## config.mk

```make
export PLATFORM = sky130hd
export DESIGN_NAME = tlb_regs_flat
export DESIGN_NICKNAME = d
export VERILOG_FILES = /design/src/mmu_pkg.sv /design/src/mmu_ifs.sv /design/src/tlb_regs.sv /design/src/flat_wrapper.sv
export SDC_FILE = /design/constraint.sdc
export NUM_CORES = 1
export LEC_CHECK = 0
export BUFFER_PORTS_ARGS = -buffer_cell sky130_fd_sc_hd__buf_2
export CAP_MARGIN = 20
export CORE_MARGIN = 2
export CORE_UTILIZATION = 43
export CTS_BUF_LIST = sky130_fd_sc_hd__clkbuf_4 sky130_fd_sc_hd__clkbuf_8
export CTS_CLUSTER_SIZE = 14
export DETAILED_ROUTE_END_ITERATION = 6
export GPL_ROUTABILITY_DRIVEN = 1
export PLACE_DENSITY = 0.74
export SLEW_MARGIN = 20
export SYNTH_ARGS = -nofsm -noshare
export SYNTH_HDL_FRONTEND = slang
export SYNTH_SLANG_ARGS = --single-unit
export TNS_END_PERCENT = 10
```

## constraint.sdc

```tcl
create_clock -name clk -period 1.1 [get_ports clk]
set_input_delay 0 -clock clk [delete_from_list [all_inputs] [get_ports clk]]
set_output_delay 0 -clock clk [all_outputs]
set_load 0.01 [all_outputs]
```

## src/mmu_pkg.sv

```systemverilog
`default_nettype none

package mmu_pkg;

    // tlb geometry
    localparam int tlb_entries = 32;
    localparam int tlb_idx_w   = 5;
    localparam int asid_w      = 8;
    localparam int vpn2_w      = 19;
    localparam int pfn_w       = 20;

    // segment boundaries
    localparam logic [31:0] kseg0_base = 32'h8000_0000;
    localparam logic [31:0] kseg1_base = 32'hA000_0000;
    localparam logic [31:0] kseg2_base = 32'hC000_0000;

    // translation exceptions
    localparam int exc_w = 3;
    localparam logic [exc_w-1:0] exc_none      = 3'd0;
    localparam logic [exc_w-1:0] exc_refill_l  = 3'd1;
    localparam logic [exc_w-1:0] exc_refill_s  = 3'd2;
    localparam logic [exc_w-1:0] exc_invalid_l = 3'd3;
    localparam logic [exc_w-1:0] exc_invalid_s = 3'd4;
    localparam logic [exc_w-1:0] exc_modified  = 3'd5;

    // cp0 register numbers
    localparam logic [4:0] cp0_index    = 5'd0;
    localparam logic [4:0] cp0_random   = 5'd1;
    localparam logic [4:0] cp0_entrylo0 = 5'd2;
    localparam logic [4:0] cp0_entrylo1 = 5'd3;
    localparam logic [4:0] cp0_entryhi  = 5'd10;

    // tlb maintenance ops
    localparam logic [1:0] op_tlbr  = 2'd0;
    localparam logic [1:0] op_tlbwi = 2'd1;
    localparam logic [1:0] op_tlbwr = 2'd2;
    localparam logic [1:0] op_tlbp  = 2'd3;

    localparam logic [2:0] cache_c_cached = 3'd3;

    // entrylo word, raw for cp0 access, by field inside the tlb
    typedef union packed {
        logic [31:0] raw;
        struct packed {
            logic [5:0]       rsvd;
            logic [pfn_w-1:0] pfn;
            logic [2:0]       c;
            logic             d;
            logic             v;
            logic             g;
        } f;
    } entrylo_u;

endpackage

`default_nettype wire

```

## src/mmu_ifs.sv

```systemverilog
`timescale 1ns/1ns
`default_nettype none

interface tlb_cfg_if import mmu_pkg::*; ();
    logic                  wr_en;
    logic [tlb_idx_w-1:0]  wr_idx;
    logic [vpn2_w-1:0]     entryhi_vpn2;
    logic [asid_w-1:0]     asid;
    entrylo_u              entrylo0;
    entrylo_u              entrylo1;
    logic                  probe_en;
    // entry addressed by wr_idx
    logic [vpn2_w-1:0]     rd_vpn2;
    logic [asid_w-1:0]     rd_asid;
    entrylo_u              rd_lo0;
    entrylo_u              rd_lo1;
    logic                  probe_hit;
    logic [tlb_idx_w-1:0]  probe_idx;

    modport regs (
        output wr_en, wr_idx, entryhi_vpn2, asid, entrylo0, entrylo1, probe_en,
        input  rd_vpn2, rd_asid, rd_lo0, rd_lo1, probe_hit, probe_idx
    );

    modport array (
        input  wr_en, wr_idx, entryhi_vpn2, asid, entrylo0, entrylo1, probe_en,
        output rd_vpn2, rd_asid, rd_lo0, rd_lo1, probe_hit, probe_idx
    );
endinterface


`default_nettype wire

```

## src/tlb_regs.sv

```systemverilog
`timescale 1ns/1ns
`default_nettype none

module tlb_regs import mmu_pkg::*; (
    input  logic        clk,
    input  logic        rst_n,
    input  logic        cp0_we,
    input  logic [4:0]  cp0_addr,
    input  logic [31:0] cp0_wdata,
    input  logic [4:0]  cp0_raddr,
    output logic [31:0] cp0_rdata,
    input  logic        op_valid,
    input  logic [1:0]  op_code,
    output logic        op_done,
    tlb_cfg_if.regs     cfg
);

    logic                 index_p;
    logic [tlb_idx_w-1:0] index_r;
    logic [tlb_idx_w-1:0] random_r;
    logic [vpn2_w-1:0]    hi_vpn2;
    logic [asid_w-1:0]    hi_asid;
    entrylo_u             lo0;
    entrylo_u             lo1;

    // array side, writes and reads go through wr_idx
    assign cfg.wr_en        = op_valid && (op_code == op_tlbwi || op_code == op_tlbwr);
    assign cfg.wr_idx       = (op_code == op_tlbwr) ? random_r : index_r;
    assign cfg.entryhi_vpn2 = hi_vpn2;
    assign cfg.asid         = hi_asid;
    assign cfg.entrylo0     = lo0;
    assign cfg.entrylo1     = lo1;
    assign cfg.probe_en     = op_valid && op_code == op_tlbp;

    always_comb begin
        case (cp0_raddr)
            cp0_index:    cp0_rdata = {index_p, 26'b0, index_r};
            cp0_random:   cp0_rdata = {27'b0, random_r};
            cp0_entrylo0: cp0_rdata = lo0.raw;
            cp0_entrylo1: cp0_rdata = lo1.raw;
            cp0_entryhi:  cp0_rdata = {hi_vpn2, 5'b0, hi_asid};
            default:      cp0_rdata = '0;
        endcase
    end

    always_ff @(posedge clk or negedge rst_n) begin
        if (!rst_n) begin
            index_p  <= 1'b0;
            index_r  <= '0;
            random_r <= tlb_idx_w'(tlb_entries - 1);
            hi_vpn2  <= '0;
            hi_asid  <= '0;
            lo0      <= '0;
            lo1      <= '0;
            op_done  <= 1'b0;
        end else begin
            // wraps 0 -> 31 on its own
            random_r <= random_r - 1'b1;
            op_done  <= op_valid;
            if (cp0_we) begin
                case (cp0_addr)
                    cp0_index: index_r <= cp0_wdata[tlb_idx_w-1:0];
                    cp0_entrylo0: lo0.raw <= {6'b0, cp0_wdata[25:0]};
                    cp0_entrylo1: lo1.raw <= {6'b0, cp0_wdata[25:0]};
                    cp0_entryhi: begin
                        hi_vpn2 <= cp0_wdata[31:13];
                        hi_asid <= cp0_wdata[asid_w-1:0];
                    end
                    default: ;
                endcase
            end
            // ops win over a cp0 write in the same cycle
            if (op_valid && op_code == op_tlbr) begin
                hi_vpn2 <= cfg.rd_vpn2;
                hi_asid <= cfg.rd_asid;
                lo0     <= cfg.rd_lo0;
                lo1     <= cfg.rd_lo1;
            end
            if (cfg.probe_en) begin
                index_p <= !cfg.probe_hit;
                if (cfg.probe_hit) begin
                    index_r <= cfg.probe_idx;
                end
            end
        end
    end

endmodule

`default_nettype wire

```

## src/flat_wrapper.sv

```systemverilog
// flat-port wrapper written by rule: the top's interface ports become plain ports
module tlb_regs_flat import mmu_pkg::*;
  (clk, rst_n, cp0_we, cp0_addr, cp0_wdata, cp0_raddr, cp0_rdata, op_valid, op_code, op_done, cfg_wr_en, cfg_wr_idx, cfg_entryhi_vpn2, cfg_asid, cfg_entrylo0, cfg_entrylo1, cfg_probe_en, cfg_rd_vpn2, cfg_rd_asid, cfg_rd_lo0, cfg_rd_lo1, cfg_probe_hit, cfg_probe_idx);
  tlb_cfg_if cfg_i ();
  input  logic clk;
  input  logic rst_n;
  input  logic cp0_we;
  input  logic [4:0] cp0_addr;
  input  logic [31:0] cp0_wdata;
  input  logic [4:0] cp0_raddr;
  output logic [31:0] cp0_rdata;
  input  logic op_valid;
  input  logic [1:0] op_code;
  output logic op_done;
  output wire logic [$bits(cfg_i.wr_en)-1:0] cfg_wr_en;
  output wire logic [$bits(cfg_i.wr_idx)-1:0] cfg_wr_idx;
  output wire logic [$bits(cfg_i.entryhi_vpn2)-1:0] cfg_entryhi_vpn2;
  output wire logic [$bits(cfg_i.asid)-1:0] cfg_asid;
  output wire logic [$bits(cfg_i.entrylo0)-1:0] cfg_entrylo0;
  output wire logic [$bits(cfg_i.entrylo1)-1:0] cfg_entrylo1;
  output wire logic [$bits(cfg_i.probe_en)-1:0] cfg_probe_en;
  input wire logic [$bits(cfg_i.rd_vpn2)-1:0] cfg_rd_vpn2;
  input wire logic [$bits(cfg_i.rd_asid)-1:0] cfg_rd_asid;
  input wire logic [$bits(cfg_i.rd_lo0)-1:0] cfg_rd_lo0;
  input wire logic [$bits(cfg_i.rd_lo1)-1:0] cfg_rd_lo1;
  input wire logic [$bits(cfg_i.probe_hit)-1:0] cfg_probe_hit;
  input wire logic [$bits(cfg_i.probe_idx)-1:0] cfg_probe_idx;
  assign cfg_wr_en = cfg_i.wr_en;
  assign cfg_wr_idx = cfg_i.wr_idx;
  assign cfg_entryhi_vpn2 = cfg_i.entryhi_vpn2;
  assign cfg_asid = cfg_i.asid;
  assign cfg_entrylo0 = cfg_i.entrylo0;
  assign cfg_entrylo1 = cfg_i.entrylo1;
  assign cfg_probe_en = cfg_i.probe_en;
  assign cfg_i.rd_vpn2 = cfg_rd_vpn2;
  assign cfg_i.rd_asid = cfg_rd_asid;
  assign cfg_i.rd_lo0 = cfg_rd_lo0;
  assign cfg_i.rd_lo1 = cfg_rd_lo1;
  assign cfg_i.probe_hit = cfg_probe_hit;
  assign cfg_i.probe_idx = cfg_probe_idx;
  tlb_regs u_core (.clk(clk), .rst_n(rst_n), .cp0_we(cp0_we), .cp0_addr(cp0_addr), .cp0_wdata(cp0_wdata), .cp0_raddr(cp0_raddr), .cp0_rdata(cp0_rdata), .op_valid(op_valid), .op_code(op_code), .op_done(op_done), .cfg(cfg_i));
endmodule
```

==> impl_results.html, run 1 <==
<table>
<tr><th>Metric</th><th>Value</th></tr>
<tr><th colspan="2">Status</th></tr>
<tr><td>Run status</td><td>complete, but fails checks</td></tr>
<tr><td>Violations in the final reports</td><td>negative setup slack</td></tr>
<tr><th colspan="2">Die</th></tr>
<tr><td>Die H</td><td>121 µm</td></tr>
<tr><td>Chip Width</td><td>121 µm</td></tr>
<tr><td>Ports placed on the boundary</td><td>276</td></tr>
<tr><td>Die outline area</td><td>14700 µm²</td></tr>
<tr><td>Number of rows in the core area</td><td>42</td></tr>
<tr><td>Total core area</td><td>13300 µm²</td></tr>
<tr><td>Effective utilization at floorplan</td><td>44.3%</td></tr>
<tr><th colspan="2">CTS</th></tr>
<tr><td>Root Buffer Master</td><td>clkbuf_8</td></tr>
<tr><td>Number of CTS-inserted buffers</td><td>9</td></tr>
<tr><td>CTS tree</td><td>done</td></tr>
<tr><td>Max H-tree Level</td><td>3</td></tr>
<tr><td>Clock-pin slew on the worst setup and hold paths</td><td>0.09 ns</td></tr>
<tr><td>Max Root-Sink Buffers</td><td>2</td></tr>
<tr><td>Count of clock tree sinks</td><td>103</td></tr>
<tr><td>Clock Latency Late Sink</td><td>0.38 ns</td></tr>
<tr><th colspan="2">Global routing</th></tr>
<tr><td>Initial antenna violation count</td><td>3</td></tr>
<tr><td>Via count of the first global-routing pass</td><td>7758</td></tr>
<tr><td>Largest net degree at the start of global routing</td><td>58</td></tr>
<tr><td>First-pass GRT wire length</td><td>40500 µm</td></tr>
<tr><td>Tot GR Track Use</td><td>35.2%</td></tr>
<tr><td>Overflow left after global routing</td><td>0</td></tr>
<tr><th colspan="2">Drt</th></tr>
<tr><td>Detail Route Antenna Nets</td><td>0</td></tr>
<tr><td>Vias after detailed routing</td><td>7761</td></tr>
<tr><td>First-pass DRT Iterations</td><td>5</td></tr>
<tr><td>Wire length per cell after detailed routing</td><td>20.4 µm</td></tr>
<tr><td>DRC violations left</td><td>0</td></tr>
<tr><td>Drt via density</td><td>5.97</td></tr>
<tr><td>Detailed Route WL</td><td>26500 µm</td></tr>
<tr><td>First-iteration detailed-routing DRC count</td><td>871</td></tr>
<tr><th colspan="2">Synthesis</th></tr>
<tr><td>Combinational family with the most area after synthesis</td><td>compound AO/OA/AOI/OAI gates</td></tr>
<tr><td>Number of enable flip-flop cells after synthesis</td><td>0</td></tr>
<tr><td>Fraction of registers with async set or reset after synthesis</td><td>100%</td></tr>
<tr><td>Fraction of the yosys area taken by sequential cells</td><td>43.9%</td></tr>
<tr><td>Post-synth top flop</td><td>dfrtp_1</td></tr>
<tr><td>Share of the synthesized area in compound gates (AO/OA/AOI/OAI)</td><td>31.6%</td></tr>
<tr><td>Number of distinct standard cells referenced by the synthesized netlist</td><td>47</td></tr>
<tr><td>Cells after Synth</td><td>669</td></tr>
<tr><td>Area share of xor/xnor cells in the synthesized design</td><td>0.446%</td></tr>
<tr><td>Yosys synthesis warning count</td><td>0</td></tr>
<tr><td>Adder-cell area share of the yosys netlist</td><td>0.849%</td></tr>
<tr><td>Nets in the synthesized netlist</td><td>818</td></tr>
<tr><td>Flip-flop and latch count after synthesis</td><td>103</td></tr>
<tr><td>Cell area after synthesis</td><td>5890 µm²</td></tr>
<tr><td>Simple-gate portion of the synthesized area</td><td>14.4%</td></tr>
<tr><td>Share of cell area taken by muxes after synthesis</td><td>2.06%</td></tr>
<tr><td>Syn_area_per_cell</td><td>8.81 µm²</td></tr>
<tr><th colspan="2">Min path</th></tr>
<tr><td>Worst min path class</td><td>in -&gt; reg</td></tr>
<tr><th colspan="2">Placement</th></tr>
<tr><td>Placer congestion estimate</td><td>0.949</td></tr>
<tr><td>Final HPWL from detailed placement</td><td>16700 µm</td></tr>
<tr><td>Count of buffers from port buffering</td><td>275</td></tr>
<tr><td>Area post-placement</td><td>8150 µm²</td></tr>
<tr><th colspan="2">Pwr</th></tr>
<tr><td>Reported leakage power</td><td>4.51 nW</td></tr>
<tr><td>Max IR drop VDD</td><td>0.944 mV</td></tr>
<tr><td>Power density normalized to cell area</td><td>1140 nW/µm²</td></tr>
<tr><th colspan="2">Final layout</th></tr>
<tr><td>Filler cell count</td><td>914</td></tr>
<tr><td>Number of nets at the end of the flow</td><td>1265</td></tr>
<tr><td>Fraction of final layout cells with drive strength greater than 1</td><td>39.3%</td></tr>
<tr><td>Finished layout cell area</td><td>9860 µm²</td></tr>
<tr><td>Most common cell after layout, fill and taps aside</td><td>buf_2</td></tr>
<tr><td>Synthesis-to-layout area growth</td><td>67.3%</td></tr>
<tr><td>Most frequent cells in the layout</td><td>266 x buf_2, 131 x dlygate4sd3_1, 98 x dfrtp_1, 82 x nor2_1, 79 x a21oi_1</td></tr>
<tr><th colspan="2">STA</th></tr>
<tr><td>Worst hold margin</td><td>0.0212 ns</td></tr>
<tr><td>Final hold violations</td><td>0</td></tr>
<tr><td>Worst-case headroom to the max-slew limit</td><td>69.5%</td></tr>
<tr><td>Final worst path period need</td><td>1.66 ns</td></tr>
<tr><td>Final total negative setup slack</td><td>-9.05 ns</td></tr>
<tr><td>Number of pins with negative max-slew slack in the final report</td><td>0</td></tr>
<tr><td>Maximum operating frequency</td><td>604 MHz</td></tr>
<tr><td>Clock tree skew after final layout</td><td>0.000669 ns</td></tr>
<tr><td>Setup repair after global routing missed its margin</td><td>true</td></tr>
<tr><td>Slew at the pin closest to its max-slew limit</td><td>0.451 ns</td></tr>
<tr><td>Final critical-path setup slack</td><td>-0.557 ns</td></tr>
<tr><td>Final setup fails</td><td>40</td></tr>
<tr><td>Final clock period utilization by the worst path</td><td>151%</td></tr>
<tr><th colspan="2">Critical path</th></tr>
<tr><td>Category of the critical setup timing path</td><td>reg -&gt; out</td></tr>
<tr><td>Peak fanout along the critical path</td><td>2</td></tr>
<tr><td>Buf/Inv on CP</td><td>1</td></tr>
<tr><td>Data arrival at the endpoint of the critical path</td><td>1.66 ns</td></tr>
<tr><td>Required arrival time at the worst endpoint</td><td>1.10 ns</td></tr>
<tr><td>Crit-path max cell delay</td><td>0.48 ns</td></tr>
<tr><td>Worst path slowest cell</td><td>mux4_2</td></tr>
<tr><td>Setup crit end kind</td><td>output port</td></tr>
<tr><td>Dominant delay contributor by cell family on the critical path</td><td>multiplexers</td></tr>
<tr><td>CP cell instances</td><td>mux4_2 -&gt; a22o_1 -&gt; buf_2</td></tr>
<tr><td>Startpoint Class</td><td>flip-flop</td></tr>
<tr><th colspan="2">Job</th></tr>
<tr><td>Max cap viols</td><td>0</td></tr>
</table>
-- report_power, final --
group / total, mW / switching, mW / internal (mW)
Sequential: 5.06 / 0.615 / 4.44
Clock: 2.20 / 1.34 / 0.857
Combinational: 3.95 / 1.96 / 1.99
Total: 11.2 / 3.91 / 7.29
-- timing repair --
action                                 in CTS  in global routing
hold buffers                              131                  0
pin swaps                                   9                  7
setup endpoints to repair                  40                 43
endpoints found under the hold margin     200                  0
resized for setup                          25                 20
buffers inserted                            3                  3
-- per-layer routing --
layer	vias to the layer above	part of all wire (%)	track usage [%]	routed length, µm
met5	-	0	0	0
met3	99	11	8.65	2790
met2	610	49	59.5	13100
li1	3422	-	-	-
met4	0	3.7	15.3	988
met1	3630	37	42.6	9710
-- cell usage after synthesis, drive strengths merged, types with 3 or more instances --
master / instances / area share [%]
dfrtp: 98 / 42
nor2: 86 / 5.7
o21ai: 85 / 7.2
a21oi: 79 / 6.7
a41oi: 53 / 7.9
clkbuf: 40 / 2.6
buf: 32 / 3.3
a31oi: 27 / 2.9
a221o: 23 / 3.9
nand2: 21 / 1.3
and3: 18 / 1.9
nand3: 16 / 1.4
inv: 14 / 0.89
nor3: 9 / 0.76
mux2: 7 / 1.3
o31ai: 7 / 0.89
a22o: 6 / 0.89
dfstp: 5 / 2.2
and2: 4 / 0.42
ha: 4 / 0.85
nand4: 4 / 0.42
o211ai: 4 / 0.51
nor4b: 3 / 0.81
xor2: 3 / 0.45
-- final timing paths --
path	startpoint	to	slack [ns]	depth (start not counted)
worst min-delay path	cp0_wdata[31]	u_core.cfg.entryhi_vpn2[18]	0.02	3
worst max register to register	u_core.random_r[0]	u_core.random_r[4]	-0.02	4
max in group asynchronous	rst_n	u_core.op_done	0.46	3
worst min register to register	u_core.random_r[4]	u_core.random_r[4]	0.54	1
worst max-delay path	u_core.cfg.entrylo0[3]	cp0_rdata[3]	-0.56	3
min in group asynchronous	rst_n	u_core.index_p	0.18	3
-- flip-flops by register name, indices dropped and copies added (netlist names) --
register	flops
u_core.index_p	1
u_core.cfg.asid	8
u_core.cfg.entryhi_vpn2	19
u_core.op_done	1
u_core.cfg.entrylo0	32
u_core.random_r	5
u_core.index_r	5
u_core.cfg.entrylo1	32
-- through the flow --
step | std cells | setup WS, ns | total power [mW] | utilization, %
5_1_grt | 1300 | -0.595 | 11.7 | 74.1
4_1_cts | 1294 | -0.514 | 11.0 | 73.3
3_5_place_dp | 1144 | -0.305 | 8.36 | 61.3
2_1_floorplan | 669 | -0.00930 | 6.44 | -
3_3_place_gp | 1144 | -0.268 | 8.30 | 61.3
6_report | 1300 | -0.557 | 11.2 | 74.1
-- cell type report --
| type | instances | area, µm² | area share (%) |
|---|---|---|---|
| clock inverter | 5 | 25.0 | 0.254 |
| clock buffer | 11 | 139 | 1.41 |
| sequential | 103 | 2580 | 26.2 |
| antenna | 3 | 7.51 | 0.0762 |
| multi-input combinational | 480 | 3030 | 30.8 |
| timing repair buffer | 508 | 3790 | 38.5 |
| tap | 176 | 220 | 2.23 |
| inverter | 14 | 52.6 | 0.533 |
-- worst reg2reg max path, cell delays in order, from the launching register on --
cell	delay (ns)
dfstp_2	0.54
inv_1	0.06
ha_2	0.18
nor3b_1	0.14
xor2_1	0.13
-- kinds of logic after synthesis --
| family | count (synthesis) |
|---|---|
| DFF | 103 |
| AOI/OAI and AO/OA | 289 |
| muxes | 10 |
| xor gates and xnor gates | 3 |
| and+or+nand+nor | 174 |
| adders and majority gates | 4 |
| buffers and inverters | 86 |
Note: power is estimated with default switching activity, not from simulation.
==> run 2: changes to the inputs <==
- MAX_ROUTING_LAYER: default -> met4
- PLACE_DENSITY: 0.74 -> 0.78
==> run 2 against run 1 <==
Compared with the run above: the flow finishes with violations (design-rule violations, negative setup slack); clock skew is 0.00064 ns higher; total power is 6.8% higher; final area grew 0.89%; non-clock buffer count rose by 3; cell count unchanged; register-to-register slack about the same; critical endpoint unchanged; combinational power is 4% higher; highest routed layer unchanged; worst hold slack gained 0.069 ns.
==> impl_results.html, run 2 (same netlist as run 1, synthesis figures left out) <==
<table>
<tr><th>Metric</th><th>Value</th></tr>
<tr><th colspan="2">Die</th></tr>
<tr><td>Ports placed on the boundary</td><td>276 (unchanged)</td></tr>
<tr><td>Number of rows in the core area</td><td>42 (unchanged)</td></tr>
<tr><td>Die H</td><td>121 µm (unchanged)</td></tr>
<tr><td>Die outline area</td><td>14700 µm² (unchanged)</td></tr>
<tr><td>Total core area</td><td>13300 µm² (unchanged)</td></tr>
<tr><td>Chip Width</td><td>121 µm (unchanged)</td></tr>
<tr><td>Effective utilization at floorplan</td><td>44.3% (unchanged)</td></tr>
<tr><th colspan="2">Critical path</th></tr>
<tr><td>Worst path slowest cell</td><td>mux4_2</td></tr>
<tr><td>Data arrival at the endpoint of the critical path</td><td>1.63 ns (-0.03 ns)</td></tr>
<tr><td>Startpoint Class</td><td>flip-flop</td></tr>
<tr><td>Critical Path Start</td><td>u_core.cfg.entrylo1[3]</td></tr>
<tr><td>Category of the critical setup timing path</td><td>reg -&gt; out</td></tr>
<tr><td>FF-to-FF Start</td><td>u_core.random_r[1]</td></tr>
<tr><td>Peak fanout along the critical path</td><td>2 (unchanged)</td></tr>
<tr><td>CP cell instances</td><td>mux4_2 -&gt; a22o_1 -&gt; buf_2</td></tr>
<tr><td>Required arrival time at the worst endpoint</td><td>1.10 ns (about the same)</td></tr>
<tr><td>Crit-path max cell delay</td><td>0.49 ns (about the same)</td></tr>
<tr><td>R2R setup slack</td><td>-0.01 ns (about the same)</td></tr>
<tr><td>Setup crit end kind</td><td>output port</td></tr>
<tr><td>End of the worst register-to-register path</td><td>u_core.random_r[4]</td></tr>
<tr><td>Number of cells traversed by the worst register-to-register path</td><td>4 (unchanged)</td></tr>
<tr><th colspan="2">STA</th></tr>
<tr><td>Clock tree skew after final layout</td><td>0.00131 ns (+0.000645 ns)</td></tr>
<tr><td>Setup repair after global routing missed its margin</td><td>true</td></tr>
<tr><td>Final hold violations</td><td>0 (unchanged)</td></tr>
<tr><td>Final critical-path setup slack</td><td>-0.525 ns (+0.0315 ns)</td></tr>
<tr><td>Final worst path period need</td><td>1.63 ns (-0.0315 ns)</td></tr>
<tr><td>Worst-case headroom to the max-slew limit</td><td>68.8% (-0.66 points)</td></tr>
<tr><td>Number of pins with negative max-slew slack in the final report</td><td>0 (unchanged)</td></tr>
<tr><td>Maximum operating frequency</td><td>615 MHz (+1.9%)</td></tr>
<tr><td>Final clock period utilization by the worst path</td><td>148% (-2.9 points)</td></tr>
<tr><td>Final total negative setup slack</td><td>-9.14 ns (-0.0924 ns)</td></tr>
<tr><td>Final setup fails</td><td>42 (+5.0%)</td></tr>
<tr><td>Slew at the pin closest to its max-slew limit</td><td>0.466 ns (+0.0149 ns)</td></tr>
<tr><th colspan="2">Pwr</th></tr>
<tr><td>Net switching power figure</td><td>4.08 mW (+4.3%)</td></tr>
<tr><td>Reported leakage power</td><td>4.55 nW (+0.77%)</td></tr>
<tr><td>PnR Total Power</td><td>12.0 mW (+6.8%)</td></tr>
<tr><td>Max IR drop VDD</td><td>0.776 mV (-18%)</td></tr>
<tr><td>Combinational Power Share</td><td>34.3% (-1.0 points)</td></tr>
<tr><td>Switching Fraction</td><td>34.1% (-0.80 points)</td></tr>
<tr><td>Reg power frac</td><td>42.4% (-2.7 points)</td></tr>
<tr><td>Internal power of the cells</td><td>7.88 mW (+8.1%)</td></tr>
<tr><td>Power density normalized to cell area</td><td>1200 nW/µm² (+5.8%)</td></tr>
<tr><td>Power share of the clock group</td><td>23.4% (+3.8 points)</td></tr>
<tr><th colspan="2">CTS</th></tr>
<tr><td>Clock-pin slew on the worst setup and hold paths</td><td>0.10 ns (about the same)</td></tr>
<tr><td>Clock Latency Late Sink</td><td>0.38 ns (about the same)</td></tr>
<tr><td>Max Root-Sink Buffers</td><td>2 (unchanged)</td></tr>
<tr><td>CTS tree</td><td>done</td></tr>
<tr><td>Count of clock tree sinks</td><td>103 (unchanged)</td></tr>
<tr><td>Root Buffer Master</td><td>clkbuf_8</td></tr>
<tr><td>Max H-tree Level</td><td>3 (unchanged)</td></tr>
<tr><td>Number of CTS-inserted buffers</td><td>9 (unchanged)</td></tr>
<tr><th colspan="2">Drt</th></tr>
<tr><td>DRC violations left</td><td>8 (+8)</td></tr>
<tr><td>Detail Route Antenna Nets</td><td>0 (unchanged)</td></tr>
<tr><td>Detailed Route WL</td><td>29100 µm (+9.7%)</td></tr>
<tr><td>Wire length per cell after detailed routing</td><td>22.4 µm (+9.7%)</td></tr>
<tr><td>First-iteration detailed-routing DRC count</td><td>1149 (+32%)</td></tr>
<tr><td>Vias after detailed routing</td><td>8338 (+7.4%)</td></tr>
<tr><td>First-pass DRT Iterations</td><td>7 (+2)</td></tr>
<tr><td>Drt via density</td><td>6.41 (+7.4%)</td></tr>
<tr><th colspan="2">Final layout</th></tr>
<tr><td>Area of the multi-input gates</td><td>3040 µm² (+0.12%)</td></tr>
<tr><td>Number of nets at the end of the flow</td><td>1268 (+0.24%)</td></tr>
<tr><td>Fraction of final layout cells with drive strength greater than 1</td><td>39.3% (about the same)</td></tr>
<tr><td>N_diodes</td><td>0 (-3)</td></tr>
<tr><td>Most common cell after layout, fill and taps aside</td><td>buf_2</td></tr>
<tr><td>Most frequent cells in the layout</td><td>266 x buf_2, 131 x dlygate4sd3_1, 98 x dfrtp_1, 82 x nor2_1, 79 x a21oi_1</td></tr>
<tr><td>Synthesis-to-layout area growth</td><td>68.8%</td></tr>
<tr><td>Register Area</td><td>2580 µm² (unchanged)</td></tr>
<tr><td>Filler cell count</td><td>893 (-2.3%)</td></tr>
<tr><th colspan="2">Global routing</th></tr>
<tr><td>Overflow left after global routing</td><td>0 (unchanged)</td></tr>
<tr><td>Initial antenna violation count</td><td>0 (-3)</td></tr>
<tr><td>Tot GR Track Use</td><td>39.9% (+4.7 points)</td></tr>
<tr><td>First-pass GRT wire length</td><td>44000 µm (+8.8%)</td></tr>
<tr><td>Via count of the first global-routing pass</td><td>8218 (+5.9%)</td></tr>
<tr><td>Largest net degree at the start of global routing</td><td>53 (-8.6%)</td></tr>
<tr><th colspan="2">Min path</th></tr>
<tr><td>Worst min path class</td><td>in -&gt; async</td></tr>
<tr><th colspan="2">Placement</th></tr>
<tr><td>Placer congestion estimate</td><td>0.934 (-1.5%)</td></tr>
<tr><td>DP Worst Slack</td><td>-0.296 ns (+0.00894 ns)</td></tr>
<tr><td>Final HPWL from detailed placement</td><td>17500 µm (+4.6%)</td></tr>
<tr><td>Count of buffers from port buffering</td><td>275 (unchanged)</td></tr>
<tr><th colspan="2">Status</th></tr>
<tr><td>Run status</td><td>complete, but fails checks</td></tr>
<tr><td>Violations in the final reports</td><td>design-rule violations, negative setup slack</td></tr>
<tr><th colspan="2">Job</th></tr>
<tr><td>Max cap viols</td><td>0 (unchanged)</td></tr>
</table>
## run 2: cell types whose count changed in the layout (fill, tap and decap cells not counted), sizes merged
cell	previous run	this run
bufinv	0	2
clkbuf	11	13
clkinv	5	0
clkinvlp	0	1
diode	3	0
dlymetal6s4s	0	3
## run 2: worst max-delay path by stage
stage                    to  slack (ns)  depth (start not counted)
5_1_grt        cp0_rdata[3]       -0.54                          3
3_5_place_dp   cp0_rdata[5]       -0.30                          6
3_3_place_gp   cp0_rdata[5]       -0.24                          6
2_1_floorplan  cp0_rdata[3]      -0.009                          2
4_1_cts        cp0_rdata[3]       -0.51                          3
6_report       cp0_rdata[3]       -0.53                          3
## run 2: what timing repair did
item,4_1_cts,5_1_grt
gates resized for setup,21,25
hold endpoints to repair,200,0
endpoints found under the setup margin,39,46
setup buffers,0,4
hold buffers,134,0
pin swaps,3,7
## run 2: power by group through the flow
stage               Clock [mW]  Combinational [mW]  Sequential (mW)
global route              2.96                4.35             5.12
global placement             0                3.31             5.04
finish                    2.80                4.10             5.07
floorplan                    0                1.22             5.22
CTS                       2.82                3.82             5.00
detailed placement           0                3.39             5.05
## run 2: metrics by stage
step | hold slack, ns | instances | area, µm² | utilization [%]
3_3_place_gp | -0.0583 | 1146 | 8170 | 61.4
5_1_grt | 0.112 | 1300 | 9940 | 74.8
2_1_floorplan | -0.296 | 669 | 5920 | -
3_5_place_dp | -0.0478 | 1146 | 8170 | 61.4
6_report | 0.0905 | 1300 | 9940 | 74.8
4_1_cts | 0.0736 | 1296 | 9830 | 74.0
## run 2: layout make-up
type / instances / area share (%)
Multi-Input combinational cell: 480 / 30.6
Clock inverter: 3 / 0.680
Inverter: 14 / 0.529
Sequential cell: 103 / 26.0
Clock buffer: 13 / 1.61
Tap cell: 176 / 2.21
Timing Repair Buffer: 511 / 38.4
## run 2: worst max-delay path, delay by kind of cell, from the launching register on
family,cells,cell delay (ns)
AOI/OAI and AO/OA,1,0.22
buffers and inverters,1,0.14
DFF,1,0.40
muxes,1,0.49
## run 2: metal layers
metal,vias up,part of all wire [%],global-route usage [%]
li1,3437,-,-
met4,0,6.9,24.4
met2,816,46,63.2
met1,3826,35,46.3
met3,259,12,8.65
met5,-,0,-
==> run 3: changes to the inputs <==
--- a/config.mk
+++ b/config.mk
@@ -17,2 +17,3 @@
 export PLACE_DENSITY = 0.78
+export RECOVER_POWER = 25
 export SLEW_MARGIN = 20
--- a/constraint.sdc
+++ b/constraint.sdc
@@ -3,2 +3,2 @@
 set_output_delay 0 -clock clk [all_outputs]
-set_load 0.01 [all_outputs]
+set_load 0.02 [all_outputs]
==> run 3 against run 2 <==
Compared with the run above: critical endpoint unchanged; sequential power about the same; the run ends with negative setup slack left; core utilization rose by 0.15 points; register-to-register slack lost 0.03 ns; largest power group unchanged; clock power shrank 5%; non-clock buffer count increased by 12; critical path depth unchanged; critical path type unchanged.
==> impl_results.html, run 3 (same netlist as run 1, synthesis figures left out) <==
<table>
<tr><th>Metric</th><th>Value</th></tr>
<tr><th colspan="2">Critical path</th></tr>
<tr><td>Data arrival at the endpoint of the critical path</td><td>1.67 ns (+0.04 ns)</td></tr>
<tr><td>CP cell instances</td><td>mux4_2 -&gt; a22o_4 -&gt; buf_6</td></tr>
<tr><td>Required arrival time at the worst endpoint</td><td>1.10 ns (about the same)</td></tr>
<tr><td>Category of the critical setup timing path</td><td>reg -&gt; out</td></tr>
<tr><td>Dominant delay contributor by cell family on the critical path</td><td>multiplexers</td></tr>
<tr><td>Peak fanout along the critical path</td><td>2 (unchanged)</td></tr>
<tr><td>Setup crit end kind</td><td>output port</td></tr>
<tr><td>Number of cells traversed by the worst register-to-register path</td><td>4 (unchanged)</td></tr>
<tr><td>Buf/Inv on CP</td><td>1 (unchanged)</td></tr>
<tr><td>Crit-path max cell delay</td><td>0.48 ns (about the same)</td></tr>
<tr><td>Startpoint Class</td><td>flip-flop</td></tr>
<tr><td>Logic depth of the worst path, buffers included</td><td>3 (unchanged)</td></tr>
<tr><td>Worst path slowest cell</td><td>mux4_2</td></tr>
<tr><th colspan="2">Pwr</th></tr>
<tr><td>PnR Total Power</td><td>12.4 mW (+3.6%)</td></tr>
<tr><td>Power density normalized to cell area</td><td>1240 nW/µm² (+3.4%)</td></tr>
<tr><td>Combinational Power Share</td><td>37.6% (+3.3 points)</td></tr>
<tr><td>Power share of the clock group</td><td>21.5% (-1.9 points)</td></tr>
<tr><td>Net switching power figure</td><td>4.56 mW (+12%)</td></tr>
<tr><td>Internal power of the cells</td><td>7.83 mW (-0.62%)</td></tr>
<tr><td>Reported leakage power</td><td>4.59 nW (+0.98%)</td></tr>
<tr><td>Reg power frac</td><td>40.8% (-1.6 points)</td></tr>
<tr><td>Max IR drop VDD</td><td>0.916 mV (+18%)</td></tr>
<tr><td>Switching Fraction</td><td>36.8% (+2.7 points)</td></tr>
<tr><th colspan="2">Final layout</th></tr>
<tr><td>Number of nets at the end of the flow</td><td>1280 (+0.95%)</td></tr>
<tr><td>N_diodes</td><td>0 (unchanged)</td></tr>
<tr><td>Most frequent cells in the layout</td><td>256 x buf_2, 130 x dlygate4sd3_1, 96 x buf_4, 94 x dfrtp_1, 82 x nor2_1</td></tr>
<tr><td>Count of placed standard cells in the final layout, fillers left out</td><td>1312 (+0.92%)</td></tr>
<tr><td>Filler cell count</td><td>874 (-2.1%)</td></tr>
<tr><td>Synthesis-to-layout area growth</td><td>69.1%</td></tr>
<tr><td>Most common cell after layout, fill and taps aside</td><td>buf_2</td></tr>
<tr><td>Fraction of final layout cells with drive strength greater than 1</td><td>40.1% (+0.73 points)</td></tr>
<tr><td>Finished layout cell area</td><td>9960 µm² (+0.20%)</td></tr>
<tr><th colspan="2">Placement</th></tr>
<tr><td>Final HPWL from detailed placement</td><td>17600 µm (+0.69%)</td></tr>
<tr><td>Area post-placement</td><td>8190 µm² (+0.35%)</td></tr>
<tr><td>Cell count after placement</td><td>1158 (+1.0%)</td></tr>
<tr><td>Placer congestion estimate</td><td>0.924 (-1.0%)</td></tr>
<tr><td>Count of buffers from port buffering</td><td>275 (unchanged)</td></tr>
<tr><th colspan="2">Die</th></tr>
<tr><td>Total core area</td><td>13300 µm² (unchanged)</td></tr>
<tr><td>Ports placed on the boundary</td><td>276 (unchanged)</td></tr>
<tr><td>Die outline area</td><td>14700 µm² (unchanged)</td></tr>
<tr><td>Die H</td><td>121 µm (unchanged)</td></tr>
<tr><td>Effective utilization at floorplan</td><td>44.3% (unchanged)</td></tr>
<tr><td>Chip Width</td><td>121 µm (unchanged)</td></tr>
<tr><td>Number of rows in the core area</td><td>42 (unchanged)</td></tr>
<tr><th colspan="2">Drt</th></tr>
<tr><td>Detail Route Antenna Nets</td><td>0 (unchanged)</td></tr>
<tr><td>First-iteration detailed-routing DRC count</td><td>1099 (-4.4%)</td></tr>
<tr><td>Drt via density</td><td>6.27 (-2.3%)</td></tr>
<tr><td>Vias after detailed routing</td><td>8222 (-1.4%)</td></tr>
<tr><td>DRC violations left</td><td>0 (-8)</td></tr>
<tr><td>Detailed Route WL</td><td>28500 µm (-2.2%)</td></tr>
<tr><td>First-pass DRT Iterations</td><td>7 (unchanged)</td></tr>
<tr><td>Wire length per cell after detailed routing</td><td>21.7 µm (-3.0%)</td></tr>
<tr><th colspan="2">Min path</th></tr>
<tr><td>Worst min path class</td><td>in -&gt; reg</td></tr>
<tr><td>Number of cells on the worst hold path</td><td>4</td></tr>
<tr><th colspan="2">STA</th></tr>
<tr><td>Final hold violations</td><td>0 (unchanged)</td></tr>
<tr><td>Final setup fails</td><td>42 (unchanged)</td></tr>
<tr><td>Clock tree skew after final layout</td><td>0.00130 ns (-0.0000173 ns)</td></tr>
<tr><td>Slew at the pin closest to its max-slew limit</td><td>0.561 ns (+0.0944 ns)</td></tr>
<tr><td>Number of pins with negative max-slew slack in the final report</td><td>0 (unchanged)</td></tr>
<tr><td>Final critical-path setup slack</td><td>-0.571 ns (-0.0454 ns)</td></tr>
<tr><td>Setup repair after global routing missed its margin</td><td>true</td></tr>
<tr><td>Final worst path period need</td><td>1.67 ns (+0.0454 ns)</td></tr>
<tr><td>Final clock period utilization by the worst path</td><td>152% (+4.1 points)</td></tr>
<tr><td>Worst-case headroom to the max-slew limit</td><td>62.6% (-6.2 points)</td></tr>
<tr><td>Worst hold margin</td><td>0.115 ns (+0.0241 ns)</td></tr>
<tr><td>Maximum operating frequency</td><td>599 MHz (-2.7%)</td></tr>
<tr><th colspan="2">Global routing</th></tr>
<tr><td>Largest net degree at the start of global routing</td><td>40 (-25%)</td></tr>
<tr><td>Tot GR Track Use</td><td>39.7% (-0.13 points)</td></tr>
<tr><td>Met2 routing resource usage after global routing</td><td>65.0% (+1.9 points)</td></tr>
<tr><td>Global Route met1 Usage</td><td>45.8% (-0.50 points)</td></tr>
<tr><td>Via count of the first global-routing pass</td><td>8192 (-0.32%)</td></tr>
<tr><td>Most congested layer reported by global routing</td><td>met2</td></tr>
<tr><td>First-pass GRT wire length</td><td>43900 µm (-0.33%)</td></tr>
<tr><td>Initial antenna violation count</td><td>0 (unchanged)</td></tr>
<tr><td>Overflow left after global routing</td><td>0 (unchanged)</td></tr>
<tr><td>Global routing usage on met3</td><td>7.05% (-1.6 points)</td></tr>
<tr><th colspan="2">CTS</th></tr>
<tr><td>CTS tree</td><td>done</td></tr>
<tr><td>Max H-tree Level</td><td>3 (unchanged)</td></tr>
<tr><td>Count of clock tree sinks</td><td>103 (unchanged)</td></tr>
<tr><td>Clock Latency Late Sink</td><td>0.39 ns (about the same)</td></tr>
<tr><td>Root Buffer Master</td><td>clkbuf_8</td></tr>
<tr><td>Max Root-Sink Buffers</td><td>2 (unchanged)</td></tr>
<tr><td>Clock-pin slew on the worst setup and hold paths</td><td>0.09 ns (about the same)</td></tr>
<tr><td>Number of CTS-inserted buffers</td><td>9 (unchanged)</td></tr>
<tr><th colspan="2">Status</th></tr>
<tr><td>Run status</td><td>complete, but fails checks</td></tr>
<tr><td>Violations in the final reports</td><td>negative setup slack</td></tr>
<tr><th colspan="2">Job</th></tr>
<tr><td>Max cap viols</td><td>0 (unchanged)</td></tr>
</table>
-- run 3: changes by cell type in the layout (fill, tap and decap cells not counted), moves of 4 or more --
cell / before / now
dfrtp_2: 0 / 4
dfrtp_1: 98 / 94
buf_2: 266 / 256
buf_6: 12 / 21
buf_4: 78 / 96
buf_12: 21 / 11
-- run 3: worst min-delay path, stage by stage --
cell and delay [ns]:
buf_2 0.13, nand3_1 0.06, dlymetal6s4s_1 0.18, nand3_1 0.08
-- run 3: area by class of cell --
type | count | area [µm²] | share of cell area, %
Clock buffer | 12 | 146 | 1.47
Clock inverter | 4 | 70.1 | 0.703
Tap cell | 176 | 220 | 2.21
Inverter | 14 | 52.6 | 0.527
Sequential cell | 103 | 2590 | 26.0
Timing Repair Buffer | 523 | 3850 | 38.6
Multi-Input combinational cell | 480 | 3040 | 30.5
-- run 3: what timing repair did --
action / CTS / global route
setup buffers: 1 / 3
hold buffers: 134 / 0
resized for setup: 33 / 36
endpoints found under the hold margin: 200 / 0
pin swaps: 5 / 7
setup endpoints to repair: 41 / 51
-- run 3: power by group through the flow --
stage               registers (mW)  logic (mW)  clock network [mW]
global placement              5.03        3.84                   0
finish                        5.06        4.66                2.67
detailed placement            5.05        3.92                   0
global route                  5.11        4.93                2.86
CTS                           4.99        4.39                2.71
floorplan                     5.70        1.29                   0
-- run 3: final timing paths --
kind / slack [ns] / from / endpoint
setup / recovery: -0.57 / u_core.cfg.entrylo1[3] / cp0_rdata[3]
hold / removal: 0.11 / cfg_probe_hit / u_core.index_r[2]
setup reg to reg: -0.04 / u_core.random_r[1] / u_core.random_r[4]
hold reg to reg: 0.48 / u_core.random_r[0] / u_core.random_r[0]
max in group asynchronous: 0.10 / rst_n / u_core.cfg.entrylo0[31]
min in group asynchronous: 0.13 / rst_n / u_core.index_r[4]
-- run 3: stage by stage --
stage / util (%) / setup TNS, ns / setup WS [ns]
floorplan: - / -0.627 / -0.0958
global placement: 61.6 / -24.10 / -0.274
detailed placement: 61.6 / -26.17 / -0.296
CTS: 74.3 / -10.24 / -0.595
global route: 74.9 / -12.66 / -0.607
finish: 74.9 / -10.25 / -0.571
-- run 3: per-layer routing --
| layer | wire, µm | share of wire [%] |
|---|---|---|
| met4 | 1710 | 6.0 |
| met3 | 2880 | 10 |
| met5 | 0 | 0 |
| met2 | 13800 | 49 |
| met1 | 10100 | 35 |
